`config.mk`:
```
export PLATFORM = sky130hd
export DESIGN_NAME = denise
export DESIGN_NICKNAME = d
export VERILOG_FILES = /design/src/rtl/denise_pkg.sv /design/src/rtl/denise.sv /design/src/rtl/denise_colortable.sv /design/src/rtl/denise_playfields.sv /design/src/rtl/denise_bitplanes.sv /design/src/rtl/denise_beam.sv /design/src/rtl/denise_regs.sv
export SDC_FILE = /design/constraint.sdc
export NUM_CORES = 1
export LEC_CHECK = 0
export ABC_AREA = 0
export BUFFER_PORTS_ARGS = -buffer_cell sky130_fd_sc_hd__buf_2
export CORE_UTILIZATION = 46
export CTS_CLUSTER_SIZE = 20
export DETAILED_ROUTE_END_ITERATION = 8
export HOLD_SLACK_MARGIN = 0.02
export PLACE_DENSITY = 0.74
export SLEW_MARGIN = 25
export SYNTH_ARGS = -nofsm -noshare
export SYNTH_HDL_FRONTEND = slang
export SYNTH_SLANG_ARGS = --single-unit
```
`constraint.sdc`:
```
create_clock -name clk -period 8.07 [get_ports clk]
set_clock_uncertainty 0.1 [all_clocks]
set_input_delay 0.807 -clock clk [delete_from_list [all_inputs] [get_ports clk]]
set_output_delay 0.807 -clock clk [all_outputs]
set_load 0.05 [all_outputs]
```
`src/rtl/denise_pkg.sv`:
```
// ----------------------------------------------------------
// shared types for the display encoder
// width typedefs, register word offsets and bus structs
// imported by every design module that needs them
// ----------------------------------------------------------
package denise_pkg;

  // ----------------------------------------------------------
  // widths
  // ----------------------------------------------------------
  typedef logic [15:0] word_t;      // bus data word
  typedef logic [7:0]  reg_addr_t;  // byte offset bits 8..1
  typedef logic [11:0] color12_t;   // 4 bits each r, g, b
  typedef logic [23:0] rgb24_t;     // output pixel
  typedef logic [5:0]  clut_idx_t;  // [4:0] entry, [5] half-brite
  typedef logic [8:0]  hpos_t;      // lores beam position
  typedef logic [2:0]  bpu_t;       // bitplane count

  // ----------------------------------------------------------
  // register word offsets, written as byte offset >> 1
  // ----------------------------------------------------------
  localparam reg_addr_t addr_deniseid = reg_addr_t'(9'h07c >> 1);
  localparam reg_addr_t addr_diwstrt  = reg_addr_t'(9'h08e >> 1);
  localparam reg_addr_t addr_diwstop  = reg_addr_t'(9'h090 >> 1);
  localparam reg_addr_t addr_bplcon0  = reg_addr_t'(9'h100 >> 1);
  localparam reg_addr_t addr_bplcon2  = reg_addr_t'(9'h104 >> 1);
  localparam reg_addr_t addr_bpl1dat  = reg_addr_t'(9'h110 >> 1);
  localparam reg_addr_t addr_bpl6dat  = reg_addr_t'(9'h11a >> 1);  // last plane word
  localparam reg_addr_t addr_color00  = reg_addr_t'(9'h180 >> 1);
  localparam reg_addr_t addr_color31  = reg_addr_t'(9'h1be >> 1);

  // ----------------------------------------------------------
  // structs
  // ----------------------------------------------------------
  // wishbone classic request, driven by the outside master
  typedef struct packed {
    logic      cyc;
    logic      stb;
    logic      we;
    reg_addr_t adr;
    word_t     dat;
  } wb_req_t;

  // one-cycle write strobe, valid on the ack cycle
  typedef struct packed {
    logic      valid;
    reg_addr_t adr;
    word_t     dat;
  } reg_wr_t;

  // decoded video control bits
  typedef struct packed {
    bpu_t bpu;     // bplcon0[14:12]
    logic dpf;     // bplcon0[10]
    logic pf2pri;  // bplcon2[6]
  } vid_ctrl_t;

endpackage
```
`src/rtl/denise.sv`:
```
// ----------------------------------------------------------
// display encoder top level
// register slave on wishbone classic, one lores pixel of
// 24 bit rgb per clk; num_planes sets the shifter count
// ----------------------------------------------------------
`timescale 1ns/1ps

module denise import denise_pkg::*; #(
  parameter int num_planes = 6
) (
  input  logic    clk,
  input  logic    reset,
  input  wb_req_t wb,
  input  logic    strhor,  // start of line
  input  logic    blank,
  output word_t   dat_r,
  output logic    ack,
  output rgb24_t  rgb
);

  reg_wr_t               wr;
  vid_ctrl_t             ctrl;
  hpos_t                 hdiwstrt;
  hpos_t                 hdiwstop;
  logic                  window_del;
  logic [num_planes-1:0] planes;
  logic                  ehb_en;
  clut_idx_t             select;

  denise_regs i_regs (
    .clk      (clk),
    .reset    (reset),
    .wb       (wb),
    .dat_r    (dat_r),
    .ack      (ack),
    .wr       (wr),
    .ctrl     (ctrl),
    .hdiwstrt (hdiwstrt),
    .hdiwstop (hdiwstop)
  );

  denise_beam i_beam (
    .clk        (clk),
    .reset      (reset),
    .strhor     (strhor),
    .hdiwstrt   (hdiwstrt),
    .hdiwstop   (hdiwstop),
    .window_del (window_del)
  );

  denise_bitplanes #(.num_planes(num_planes)) i_bitplanes (
    .clk    (clk),
    .reset  (reset),
    .wr     (wr),
    .bpu    (ctrl.bpu),
    .dpf    (ctrl.dpf),
    .planes (planes),
    .ehb_en (ehb_en)
  );

  denise_playfields #(.num_planes(num_planes)) i_playfields (
    .planes (planes),
    .dpf    (ctrl.dpf),
    .pf2pri (ctrl.pf2pri),
    .window (window_del),
    .select (select)
  );

  denise_colortable i_colortable (
    .clk    (clk),
    .reset  (reset),
    .wr     (wr),
    .select (select),
    .ehb_en (ehb_en),
    .blank  (blank),
    .rgb    (rgb)
  );

endmodule

```
`src/rtl/denise_colortable.sv`:
```
// ----------------------------------------------------------
// 32 entry colour table
// written through the colour registers; the lookup is
// registered, then halved for ehb, widened to 24 bits, and
// blanked combinationally
// ----------------------------------------------------------
`timescale 1ns/1ps

module denise_colortable import denise_pkg::*; (
  input  logic      clk,
  input  logic      reset,
  input  reg_wr_t   wr,
  input  clut_idx_t select,
  input  logic      ehb_en,  // honour the half flag
  input  logic      blank,   // forces black at once
  output rgb24_t    rgb
);

  color12_t   palette [32];
  logic       pal_wr;
  logic [4:0] pal_idx;
  color12_t   entry_q;  // looked-up entry
  logic       half_q;   // ehb halving for that entry
  logic [3:0] r;
  logic [3:0] g;
  logic [3:0] b;

  // ----------------------------------------------------------
  // palette writes
  // ----------------------------------------------------------
  assign pal_wr  = wr.valid && (wr.adr >= addr_color00) && (wr.adr <= addr_color31);
  assign pal_idx = 5'(wr.adr - addr_color00);

  always_ff @(posedge clk) begin
    if (reset) begin
      for (int i = 0; i < 32; i++) begin
        palette[i] <= '0;
      end
    end else if (pal_wr) begin
      palette[pal_idx] <= wr.dat[11:0];  // upper nibble ignored
    end
  end

  // ----------------------------------------------------------
  // lookup stage
  // ----------------------------------------------------------
  always_ff @(posedge clk) begin
    if (reset) begin
      entry_q <= '0;
      half_q  <= 1'b0;
    end else begin
      entry_q <= palette[select[4:0]];
      half_q  <= select[5] && ehb_en;
    end
  end

  always_comb begin
    r = entry_q[11:8];
    g = entry_q[7:4];
    b = entry_q[3:0];
    if (half_q) begin
      r = r >> 1;  // half brightness per component
      g = g >> 1;
      b = b >> 1;
    end
    // n * 17 is the nibble repeated
    rgb = blank ? 24'h000000 : {r, r, g, g, b, b};
  end

endmodule

```
`src/rtl/denise_playfields.sv`:
```
// ----------------------------------------------------------
// playfield combiner
// turns the serial plane bits into a palette select for
// single or dual playfield; border forces entry 0
// ----------------------------------------------------------
`timescale 1ns/1ps

module denise_playfields import denise_pkg::*; #(
  parameter int num_planes = 6
) (
  input  logic [num_planes-1:0] planes,
  input  logic                  dpf,     // dual playfield
  input  logic                  pf2pri,  // playfield 2 in front
  input  logic                  window,  // delayed display window
  output clut_idx_t             select
);

  logic [5:0] pl;   // plane bits padded to six
  logic [2:0] pf1;  // odd planes 1, 3, 5
  logic [2:0] pf2;  // even planes 2, 4, 6

  always_comb begin
    pl = '0;
    pl[num_planes-1:0] = planes;
    pf1 = {pl[4], pl[2], pl[0]};
    pf2 = {pl[5], pl[3], pl[1]};

    if (!window) begin
      select = '0;  // border colour
    end else if (!dpf) begin
      select = clut_idx_t'(pl);  // plane 6 lands on the half flag
    end else if ((pf2 != 3'd0) && (pf2pri || (pf1 == 3'd0))) begin
      select = {3'b001, pf2};  // pf2 -> entries 8..15
    end else begin
      select = {3'b000, pf1};  // pf1 -> entries 0..7, zero if both clear
    end
  end

endmodule

```
`src/rtl/denise_bitplanes.sv`:
```
// ----------------------------------------------------------
// bitplane holding registers and shifters
// bpl2dat.. park in holding registers; the bpl1dat write
// loads all shifters at once and latches the plane count
// ----------------------------------------------------------
`timescale 1ns/1ps

module denise_bitplanes import denise_pkg::*; #(
  parameter int num_planes = 6  // 4 to 6
) (
  input  logic                  clk,
  input  logic                  reset,
  input  reg_wr_t               wr,
  input  bpu_t                  bpu,     // live plane count from bplcon0
  input  logic                  dpf,
  output logic [num_planes-1:0] planes,  // serial bit per plane, msb first
  output logic                  ehb_en   // six planes, single playfield
);

  word_t      hold  [1:num_planes-1];  // plane 1 loads straight from the bus
  word_t      shift [num_planes];
  bpu_t       l_bpu;                   // count latched at load
  logic       load;
  logic       hold_wr;
  logic [2:0] hold_idx;

  // ----------------------------------------------------------
  // write decode
  // ----------------------------------------------------------
  assign load     = wr.valid && (wr.adr == addr_bpl1dat);
  assign hold_idx = 3'(wr.adr - addr_bpl1dat);  // plane number - 1
  assign hold_wr  = wr.valid && (wr.adr > addr_bpl1dat) && (wr.adr <= addr_bpl6dat)
                    && (hold_idx < num_planes);

  always_ff @(posedge clk) begin
    if (hold_wr) begin
      hold[hold_idx] <= wr.dat;
    end
  end

  // ----------------------------------------------------------
  // shifters
  // ----------------------------------------------------------
  always_ff @(posedge clk) begin
    if (reset) begin
      for (int i = 0; i < num_planes; i++) begin
        shift[i] <= '0;
      end
      l_bpu <= '0;
    end else if (load) begin
      shift[0] <= wr.dat;  // bpl1dat word itself
      for (int i = 1; i < num_planes; i++) begin
        shift[i] <= hold[i];
      end
      l_bpu <= bpu;
    end else begin
      for (int i = 0; i < num_planes; i++) begin
        shift[i] <= {shift[i][14:0], 1'b0};  // one lores pixel per clk
      end
    end
  end

  // planes at or above the latched count read as zero
  always_comb begin
    for (int i = 0; i < num_planes; i++) begin
      planes[i] = shift[i][15] && (i < int'(l_bpu));
    end
  end

  // ehb only with exactly six planes outside dual playfield
  assign ehb_en = (l_bpu == 3'd6) && !dpf;

endmodule

```
`src/rtl/denise_beam.sv`:
```
// ----------------------------------------------------------
// horizontal beam counter and display window
// strhor restarts the line; the window flag is delayed two
// stages so it lines up with pixels leaving the shifters
// ----------------------------------------------------------
`timescale 1ns/1ps

module denise_beam import denise_pkg::*; (
  input  logic  clk,
  input  logic  reset,
  input  logic  strhor,      // horizontal strobe
  input  hpos_t hdiwstrt,
  input  hpos_t hdiwstop,
  output logic  window_del   // window aligned to the pixel pipe
);

  localparam hpos_t hpos_max = 9'd455;  // last lores pixel of a line

  hpos_t hpos;
  logic  window;
  logic  window_d1;

  // counts 2..455 when strhor arrives every line
  always_ff @(posedge clk) begin
    if (reset) begin
      hpos <= '0;
    end else if (strhor) begin
      hpos <= 9'd2;
    end else begin
      hpos <= hpos + 9'd1;
    end
  end

  // start match wins over stop match
  always_ff @(posedge clk) begin
    if (reset) begin
      window    <= 1'b0;
      window_d1 <= 1'b0;
      window_del <= 1'b0;
    end else begin
      if (hpos == hdiwstrt) begin
        window <= 1'b1;
      end else if (hpos == hdiwstop) begin
        window <= 1'b0;
      end
      window_d1  <= window;     // shifter stage
      window_del <= window_d1;  // playfield select stage
    end
  end

  // beam stays inside one pal line
  hpos_in_line: assert property (
    @(posedge clk) disable iff (reset)
    hpos <= hpos_max
  );

endmodule

```
`src/rtl/denise_regs.sv`:
```
// ----------------------------------------------------------
// wishbone classic register slave
// acks every request one cycle after cyc/stb, turns writes
// into a one-cycle strobe and holds the control registers
// ----------------------------------------------------------
`timescale 1ns/1ps

module denise_regs import denise_pkg::*; (
  input  logic      clk,
  input  logic      reset,
  input  wb_req_t   wb,        // request from the master
  output word_t     dat_r,     // read data, zero unless ack
  output logic      ack,
  output reg_wr_t   wr,        // write strobe to the video blocks
  output vid_ctrl_t ctrl,
  output hpos_t     hdiwstrt,  // window start, bit 8 always 0
  output hpos_t     hdiwstop   // window stop, bit 8 always 1
);

  word_t bplcon0;
  word_t bplcon2;
  logic  rd_id;  // read of the chip id

  // ----------------------------------------------------------
  // handshake
  // ----------------------------------------------------------
  // single-cycle ack, never back to back
  always_ff @(posedge clk) begin
    if (reset) begin
      ack <= 1'b0;
    end else begin
      ack <= wb.cyc && wb.stb && !ack;
    end
  end

  // master holds adr/dat until ack, so the strobe can use them directly
  assign wr.valid = ack && wb.we;
  assign wr.adr   = wb.adr;
  assign wr.dat   = wb.dat;

  // only deniseid answers, ocs id is all ones
  assign rd_id = ack && !wb.we && (wb.adr == addr_deniseid);
  assign dat_r = rd_id ? 16'hffff : 16'h0000;

  // ----------------------------------------------------------
  // control registers
  // ----------------------------------------------------------
  always_ff @(posedge clk) begin
    if (reset) begin
      bplcon0  <= '0;
      bplcon2  <= '0;
      hdiwstrt <= 9'h000;
      hdiwstop <= 9'h100;
    end else if (wr.valid) begin
      case (wr.adr)
        addr_bplcon0: bplcon0 <= wr.dat;
        addr_bplcon2: bplcon2 <= wr.dat;
        addr_diwstrt: hdiwstrt <= {1'b0, wr.dat[7:0]};  // h8 forced low
        addr_diwstop: hdiwstop <= {1'b1, wr.dat[7:0]};  // h8 forced high
        default: ;
      endcase
    end
  end

  // decode into the fields the video path uses
  assign ctrl.bpu    = bplcon0[14:12];
  assign ctrl.dpf    = bplcon0[10];
  assign ctrl.pf2pri = bplcon2[6];

  // ----------------------------------------------------------
  // checks
  // ----------------------------------------------------------
  // one ack per transfer, even with stb held
  ack_single_cycle: assert property (
    @(posedge clk) disable iff (reset)
    ack |=> !ack
  );

  // ack never appears outside a bus cycle
  ack_within_cyc: assert property (
    @(posedge clk) disable iff (reset)
    ack |-> wb.cyc
  );

endmodule

```
* Word level (Yosys, flattened, before mapping)
Memories as Yosys holds them, arrays and structs flattened. A register that Yosys moved wholly into a read port is not among the register bits.
Index checks and enable logic that the tools add are counted.
** Word-level totals
- Word-level logic and storage cells :: 122
- Output and inout bits :: 41
- Memories :: 3
- Register bits after elaboration :: 55
- Memory bits (writable) :: 560
** Operators by class
- Bitwise gates (word level) :: 12
- Mux-type cells :: 39
- Equality and inequality tests :: 9
- Reductions and logical operators :: 33
- Magnitude comparators :: 11
- Add/subtract/negate cells :: 3
** Memory list
- i_colortable.palette :: words 32, width 12, rd ports 1, clocked after Yosys merged registers in 1, write ports 32, RTL line denise_colortable.sv:19 : color12_t palette [32];
- i_bitplanes.shift :: words 6, width 16, rd ports 6, clocked after Yosys merged registers in 0, write ports 6, RTL line denise_bitplanes.sv:21 : word_t shift [num_planes];
- i_bitplanes.hold :: words 5, width 16, rd ports 5, clocked after Yosys merged registers in 0, write ports 1, RTL line denise_bitplanes.sv:20 : word_t hold [1:num_planes-1];
** Operators with widths (count)
- 16-bit two-way mux :: 13
- 8-bit == test (second input constant) :: 3
- 24-bit two-way mux :: 1
- 1-bit logical AND :: 20
- 8-bit by 7-bit == test with 1-bit output (second input constant) :: 2
- 8-bit less-or-equal comparator (second input constant) :: 2
- 1-bit two-way mux :: 16
- 4-bit two-way mux :: 4
- 12-bit two-way mux :: 1
- 6-bit two-way mux :: 2
- 1-bit OR :: 12
- 12-bit OR reduction :: 1
- 9-bit by 1-bit adder with 9-bit output (second input constant) :: 1
- 9-bit by 8-bit == test with 1-bit output :: 1
- 9-bit == test :: 1
- 8-bit by 6-bit == test with 1-bit output (second input constant) :: 1
- 8-bit greater-or-equal comparator (second input constant) :: 1
- 8-bit greater-than comparator (second input constant) :: 1
- 2-bit AND reduction :: 4
- 1-bit by 3-bit < comparator with 1-bit output (first input constant) :: 2
- 2-bit by 3-bit < comparator with 1-bit output (first input constant) :: 2
- 3-bit < comparator (first input constant) :: 2
- 5-bit two-way mux :: 1
- 5-bit by 1-bit subtractor with 5-bit output (second input constant) :: 1
- 10 further kinds :: 12

* Logic depth before layout (Yosys ltp)
Gate-level depths: netlist (run 1).
- Depth after elaboration :: 9
- Mapped depth :: 13
- Depth with buffers taken out :: 8

* Cells and area by module
Synthesis (run 1) repeated with hierarchy kept, for this count alone.
** Unflattened totals
- Cell total of the unflattened synthesis :: 2001
- Area, all modules :: 28549.9 um2
** By module, submodules not included
- denise_colortable :: sequential area each 11791.3 um2, area an instance 18582.8 um2, times used 1, cells each 1224
- denise_bitplanes :: sequential area each 5345.1 um2, area an instance 7795.0 um2, times used 1, cells each 517
- denise_regs :: sequential area each 440.4 um2, area an instance 1402.6 um2, times used 1, cells each 165
- denise_beam :: sequential area each 240.2 um2, area an instance 633.1 um2, times used 1, cells each 71
- denise_playfields :: sequential area each 0.0 um2, area an instance 136.4 um2, times used 1, cells each 24

* Worst setup path before layout (run 1)
Ideal clock, no wire load.
- Path kind :: input-to-reg
- Start :: in wb[24] in the netlist's numbering
- End :: mem i_bitplanes.hold[5][0] in the netlist's numbering, enable pin
- Stages on the path :: 5
- Path buffers :: 0
- Data arrival time :: 2.592 ns
- Setup time :: 0.409 ns
- Slack :: 4.968 ns
- Path through :: nand2_1 -> nor2_1 -> nand2_1 -> or3_1 -> nor3_1
** On the way
- Word-level cells in the longest chain between the ends :: 6
** RTL lines
- start, declared :: RTL line denise.sv:13 : input wb_req_t wb,
- 1-bit logical AND :: RTL line denise_regs.sv:37 : assign wr.valid = ack && wb.we;
- 1-bit logical AND (2 in a row) :: RTL line denise_bitplanes.sv:32 : assign hold_wr = wr.valid && (wr.adr > addr_bpl1dat) && (wr.adr <= addr_bpl6dat)
- 1-bit logical AND :: RTL line denise_bitplanes.sv:33 : && (hold_idx < num_planes);
- 1-bit two-way mux :: RTL line denise_bitplanes.sv:36 : if (hold_wr) begin
- 1-bit two-way mux (not written as such) :: RTL line denise_bitplanes.sv:37 : hold[hold_idx] <= wr.dat;
- end, declared :: RTL line denise_bitplanes.sv:20
No other way between the ends.

* Final worst setup path (run 1)
- Start :: reg i_bitplanes.l_bpu[1]
- End :: reg i_colortable.entry_q[5], read port of i_colortable.palette
** On the way
- Word-level cells in the longest chain between the ends :: 8
** RTL lines
- start, declared :: RTL line denise_bitplanes.sv:22 : bpu_t l_bpu;
- start signal, assigned :: RTL line denise_bitplanes.sv:55 : l_bpu <= bpu;
- 1-bit by 3-bit < comparator with 1-bit output, or another cell as far along :: RTL line denise_bitplanes.sv:66 : planes[i] = shift[i][15] && (i < int'(l_bpu));
- 1-bit logical AND :: RTL line denise_bitplanes.sv:66
- 3-bit zero test :: RTL line denise_playfields.sv:32 : end else if ((pf2 != 3'd0) && (pf2pri || (pf1 == 3'd0))) begin
- 1-bit logical OR :: RTL line denise_playfields.sv:32
- 1-bit logical AND :: RTL line denise_playfields.sv:32
- 4-bit two-way mux :: RTL line denise_playfields.sv:32
- 6-bit two-way mux * :: RTL line denise_playfields.sv:30 : end else if (!dpf) begin
- 6-bit two-way mux * :: RTL line denise_playfields.sv:28 : if (!window) begin
- end, declared :: RTL line denise_colortable.sv:22 : color12_t entry_q;
Mark *: on every way between the ends. The rest lies on a longest branch, timed or not.
A chain may end at the register's enable or synchronous reset.

==> results of run 1 <==
## final cells by class
class                   instances  area [sq um]  share of cell area
flip-flops and latches        610         17800               0.593
inverters                       4          15.0            0.000500
clock inverters                26           309              0.0103
repair buffers                 89           534              0.0178
well taps                     765           957              0.0319
clock buffers                  80          1630              0.0542
multi-input cells            1537          8790               0.293
## synth_stat cells (4+ instances only)
cell,instances,area (sq um)
a221oi_1,23,201
nand2_1,347,1300
nor4_1,4,25.0
o21ai_0,18,90.1
o22ai_1,25,156
buf_2,27,135
edfxtp_1,560,16800
buf_6,8,90.1
buf_4,35,263
dfxtp_1,50,1000
a21boi_0,26,195
clkbuf_1,136,510
nor3_1,6,30.0
mux2i_1,97,971
or2_2,34,213
o2111ai_1,11,96.3
a21oi_1,173,866
inv_1,4,15.0
nand3_1,52,260
xor2_1,8,70.1
or3_1,5,31.3
xnor2_1,12,105
nor2_1,90,338
a211oi_1,52,390
nor2b_1,4,25.0
and2_1,393,2460
o41ai_1,11,96.3
## per-layer routing
layer / share of wire / wire [um]
met4: 0.032 / 2130
met5: 0 / 0
met2: 0.49 / 32700
met3: 0.069 / 4560
met1: 0.41 / 27100
## logic make-up (layout without fill, tap and decap cells)
family	count (synthesis)	in the layout	share of synthesized area
other cells	1	96	0.000138
simple gates	959	959	0.179
buf+inv	213	199	0.0377
xor+xnor	20	20	0.00643
mux	97	97	0.0356
fa+ha+maj	1	1	0.000459
flops	610	610	0.654
compound gates	364	364	0.0866
## critical path: cells and delay by family, from the launching register on
family / cells / cell delay (ps)
AOI/OAI and AO/OA: 5 / 1770
muxes: 1 / 330
buffers and inverters: 2 / 800
and+or+nand+nor: 2 / 260
DFF: 1 / 620
## registers in the layout, indices dropped and copies added, names as in the netlist
register	flops
i_colortable.palette	384
i_regs.hdiwstop	8
i_beam.window_d1	1
i_regs.bplcon0	4
i_bitplanes.l_bpu	3
i_bitplanes.shift	96
i_beam.window	1
i_colortable.entry_q	12
i_bitplanes.hold	80
i_regs.ack	1
i_colortable.half_q	1
i_regs.bplcon2	1
i_beam.hpos	9
i_beam.window_del	1
i_regs.hdiwstrt	8
## metrics by stage
| step | hold WS (ps) | area, sq um |
|---|---|---|
| after global placement | 348 | 28100 |
| after CTS | 292 | 30000 |
| after detailed placement | 354 | 28100 |
| final | 317 | 30100 |
| after floorplan | 314 | 27600 |
| after global routing | 322 | 30100 |
## placed cells by master (no fill, tap or decap), types with 4 or more instances in the layout
| cell type | synthesis | routed |
|---|---|---|
| edfxtp_1 | 560 | 560 |
| and2_1 | 393 | 393 |
| nand2_1 | 347 | 346 |
| a21oi_1 | 173 | 173 |
| mux2i_1 | 97 | 97 |
| conb_1 | 1 | 96 |
| nor2_1 | 90 | 90 |
| buf_2 | 27 | 68 |
| clkbuf_16 | 0 | 61 |
| nand3_1 | 52 | 52 |
| a211oi_1 | 52 | 52 |
| dfxtp_1 | 50 | 50 |
| or2_2 | 34 | 34 |
| a21boi_0 | 26 | 26 |
| o22ai_1 | 25 | 25 |
| a221oi_1 | 23 | 23 |
| o21ai_0 | 18 | 18 |
| buf_4 | 35 | 18 |
| clkbuf_1 | 136 | 16 |
| xnor2_1 | 12 | 12 |
| o41ai_1 | 11 | 11 |
| o2111ai_1 | 11 | 11 |
| xor2_1 | 8 | 8 |
| clkinv_2 | 0 | 8 |
| bufinv_16 | 0 | 7 |
| clkinv_1 | 0 | 7 |
| or3_1 | 5 | 5 |
| nor2b_1 | 4 | 4 |
| nor3_1 | 6 | 4 |
| inv_1 | 4 | 4 |
| nor4_1 | 4 | 4 |
## path summary, 6_finish.rpt
path	to	cells past startpoint	from	slack, ps
hold reg to reg	i_bitplanes.l_bpu[2]	2	i_regs.bplcon0[14]	360
hold / removal	i_regs.ack	3	wb[25]	320
setup / recovery	i_colortable.entry_q[5]	10	i_bitplanes.l_bpu[1]	3780
setup reg to reg	i_colortable.entry_q[5]	10	i_bitplanes.l_bpu[1]	3780
## report_power, final
part	total, mW	switching (mW)	internal, mW
clock	2.80	1.17	1.63
combinational	0.229	0.182	0.0467
sequential	3.57	0.0314	3.54
total	6.60	1.38	5.21
==> results.toml, run 1 <==
[clocking]
root_buffer = "clkbuf_16"
clk_pin_slew_ps = 60
insertion_delay_ps = 630
clock_path_buffers = 3
cts_tree = "done"
post_cts_buffers = 0
h-tree-depth = 2
cts.sinks = 610
holdBufCountCts = 0
numCtsBuffers = 59
ctsResizeCount = 0

[cells_and_area]
syn_to_final_growth_pct = 10.3
drive_above_1_share = 0.0968
final_nets = 2333
fill_cells = 4916
fin_cells = 3111
diodes = 0
final_core_util = 0.517

[sta]
tightest_slew_ps = 1100
finalCritPeriodShare = 0.531
fmax_mhz = 233
setup_ws_ps = 3780
setup_viol = 0
hold_viol_final = 0
fin_tns_setup_ps = 0
min_period_ps = 4290
rsz0062_at_grt = "false"
slew_viol_final = 0
max_slew_margin = 0.266

[worst_setup_path]
worstPathArrival_ps = 4640
path_class = "reg -> reg"
crit_required_ps = 8430
cpPeakStageDelay_ps = 720
crit_path_top_delay_cell = "o41ai_1"
crit_path_start_kind = "flop"
critical_path.max_fanout = 101
cp_cell_sequence = "a31oi_2 > a221oi_4 > nor4_2 > nor2_4 > buf_12 > buf_16 > mux2i_1 > o22ai_1 > o41ai_1 > o2111ai_1"
end_kind = "flop"

[logic_synthesis]
ys_warn_count = 0
syn-mean-instance-area_sq_um = 12.0
synth_cell_types = 63
synth.cell_area_sq_mm = 0.0272
async_flop_share = 0
ys_seq_area_frac = 0.654
syn_inst = 2265
synth-seq-cells = 610
synth-edff-count = 560
synth_ff_type = "edfxtp_1"

[global_route]
busiest_layer = "met2"
grt_usage = 0.220
grt_overflow = 0
grtUsageMet3 = 0.0259
gr-usage-met1 = 0.293
grt_util_met2 = 0.368
grt_max_degree = 191
grt_pass1_wl_um = 100000
grt_pass1_vias = 16770
antenna_found_initial = 0

[floorplan]
dieArea_sq_mm = 0.0602
die_w_um = 245
io_pins = 72
std_cell_rows = 88
dieHeight_um = 245
initial_core_util = 0.469
core_area_sq_mm = 0.0581

[route]
firstDrtPassIters = 6
vias_per_cell = 5.56
post_drt_wl_per_cell_um = 21.4
drcViolationCount = 0
drt_iter0_markers = 1622
routed_wl_um = 66500
ant_nets = 0
num_vias = 17288

[power_and_ir_drop]
finalPower_mw = 6.60
p_leak_nw = 11.4
p_per_area_mw_per_mm2 = 220
irDropWorstVdd_v = 0.000169

[placed_design]
gp_congestion = 0.911
hpwl_um = 39400
place_inst = 3004
portBuffers = 71
pre_cts_ws_ps = 3930

[outcome]
status = "complete, no violations"

[hold_path]
min_path_type = "in -> reg"

[run]
maxCapViolCount = 0
Power figures use the tool's default switching activity.
==> run 2: changes to the inputs <==
clock period = 4.08 ns   (was 8.07 ns; I/O delays follow)
==> results.toml, run 2 (synthesized netlist as in run 1, its figures left out) <==
[route]
vias_per_cell = 5.56
drt_iter0_markers = 1768
routed_wl_um = 65100
num_vias = 17591
ant_nets = 0
post_drt_wl_per_cell_um = 20.6
drcViolationCount = 0
firstDrtPassIters = 7

[sta]
fin_tns_setup_ps = 0
tightest_slew_ps = 1080
hold_viol_final = 0
min_period_ps = 3720
setup_viol = 0
slew_viol_final = 0
max_slew_margin = 0.278
finalCritPeriodShare = 0.913
fmax_mhz = 268
rsz0062_at_grt = "false"

[worst_setup_path]
crit_path_start_kind = "flop"
worstPathArrival_ps = 4100
end_kind = "flop"
critical_path.max_fanout = 32
crit_required_ps = 4460
path_class = "reg -> reg"

[cells_and_area]
syn_to_final_growth_pct = 11.3
final_cell_area_sq_mm = 0.0303
top_register = "i_colortable.palette"
final_nets = 2383
largest_register_ffs = 384
drive_above_1_share = 0.113
mostFrequentLayoutCell = "edfxtp_1"
layout_common_cells = "560 x edfxtp_1, 393 x and2_1, 346 x nand2_1"
reg_top3 = "i_colortable.palette: 384 flops, i_bitplanes.shift: 96 flops, i_bitplanes.hold: 80 flops"

[global_route]
grt_pass1_vias = 16963
antenna_found_initial = 2
grt_max_degree = 91
grt_pass1_wl_um = 99800
grt_overflow = 0
grt_usage = 0.217

[power_and_ir_drop]
p_leak_nw = 11.6
p_per_area_mw_per_mm2 = 416
irDropWorstVdd_v = 0.000360
finalPower_mw = 12.6

[clocking]
clock_path_buffers = 3
ctsResizeCount = 0
cts.sinks = 610
root_buffer = "clkbuf_16"
cts_tree = "done"
h-tree-depth = 2
insertion_delay_ps = 630
numCtsBuffers = 57
clk_pin_slew_ps = 70

[floorplan]
die_w_um = 245
dieArea_sq_mm = 0.0602
io_pins = 72
dieHeight_um = 245
std_cell_rows = 88
core_area_sq_mm = 0.0581
initial_core_util = 0.469

[placed_design]
portBuffers = 71
hpwl_um = 39400
place_area_sq_mm = 0.0285
gp_congestion = 0.884

[run]
maxCapViolCount = 0

[hold_path]
min_path_type = "in -> reg"

[outcome]
status = "complete, no violations"
==> run 2: cell count changes in the layout (fill, tap and decap cells not counted), moves of 3 or more <==
cell,previous run,this run
inv_6,0,3
clkbuf_1,16,19
clkbuf_8,3,8
bufinv_16,7,2
buf_4,18,59
clkbuf_16,61,57
buf_12,1,6
dlygate4sd3_1,0,6
==> run 2: final cells by class <==
cell class,instances,area [sq um]
fill,4841,27800
multi-input combinational,1537,8780
sequential,610,17800
tap,765,957
clock inverter,22,166
inverter,4,15.0
antenna,1,2.50
timing repair buffer,141,973
clock buffer,84,1610
==> run 2: final timing paths <==
path	from	end	slack, ps	cells past startpoint
hold / removal	wb[12]	i_bitplanes.hold[3][12]	60	1
setup / recovery	i_bitplanes.l_bpu[1]	i_colortable.entry_q[9]	360	9
hold reg to reg	i_beam.window_d1	i_beam.window_del	350	1
setup reg to reg	i_bitplanes.l_bpu[1]	i_colortable.entry_q[9]	360	9
==> run 2: where the power goes <==
group	leakage, nW	internal [mW]	switching (mW)	total, mW
clock network	0.873	2.85	2.27	5.12
registers	6.11	7.00	0.0633	7.06
logic	4.63	0.0966	0.352	0.449
==> run 2: timing repair <==
item,in CTS,in global routing
hold buffers,6,0
setup buffers,0,0
endpoints found under the hold margin,17,0
==> run 2: routing by layer <==
| layer | track usage | vias to the layer above | routed length [um] | share of wire |
|---|---|---|---|---|
| li1 | - | 8071 | - | - |
| met1 | 0.296 | 8660 | 26700 | 0.41 |
| met2 | 0.352 | 730 | 31300 | 0.48 |
| met3 | 0.0371 | 126 | 5290 | 0.081 |
| met4 | 0.0701 | 4 | 1790 | 0.028 |
| met5 | 0 | - | 21 | 0.00032 |
==> run 2: worst max-delay path, cell delays in order (launching register included) <==
cell      delay [ps]
dfxtp_1          620
a31oi_2          190
a221oi_4         450
nor4_2           140
nor2_4           470
buf_4            500
mux2i_1          250
o22ai_1           90
o41ai_1          610
o31ai_1          150
==> run 2: per-stage QoR <==
| step | worst slack, ps | instances | utilization | hold slack, ps |
|---|---|---|---|---|
| 3_5_place_dp | 371 | 3050 | 0.490 | 348 |
| 5_1_grt | 160 | 3163 | 0.522 | 39.9 |
| 2_1_floorplan | 1090 | 2360 | - | 314 |
| 6_report | 355 | 3164 | 0.522 | 63.7 |
| 4_1_cts | 350 | 3162 | 0.521 | 36.4 |
| 3_3_place_gp | 471 | 3050 | 0.490 | 329 |
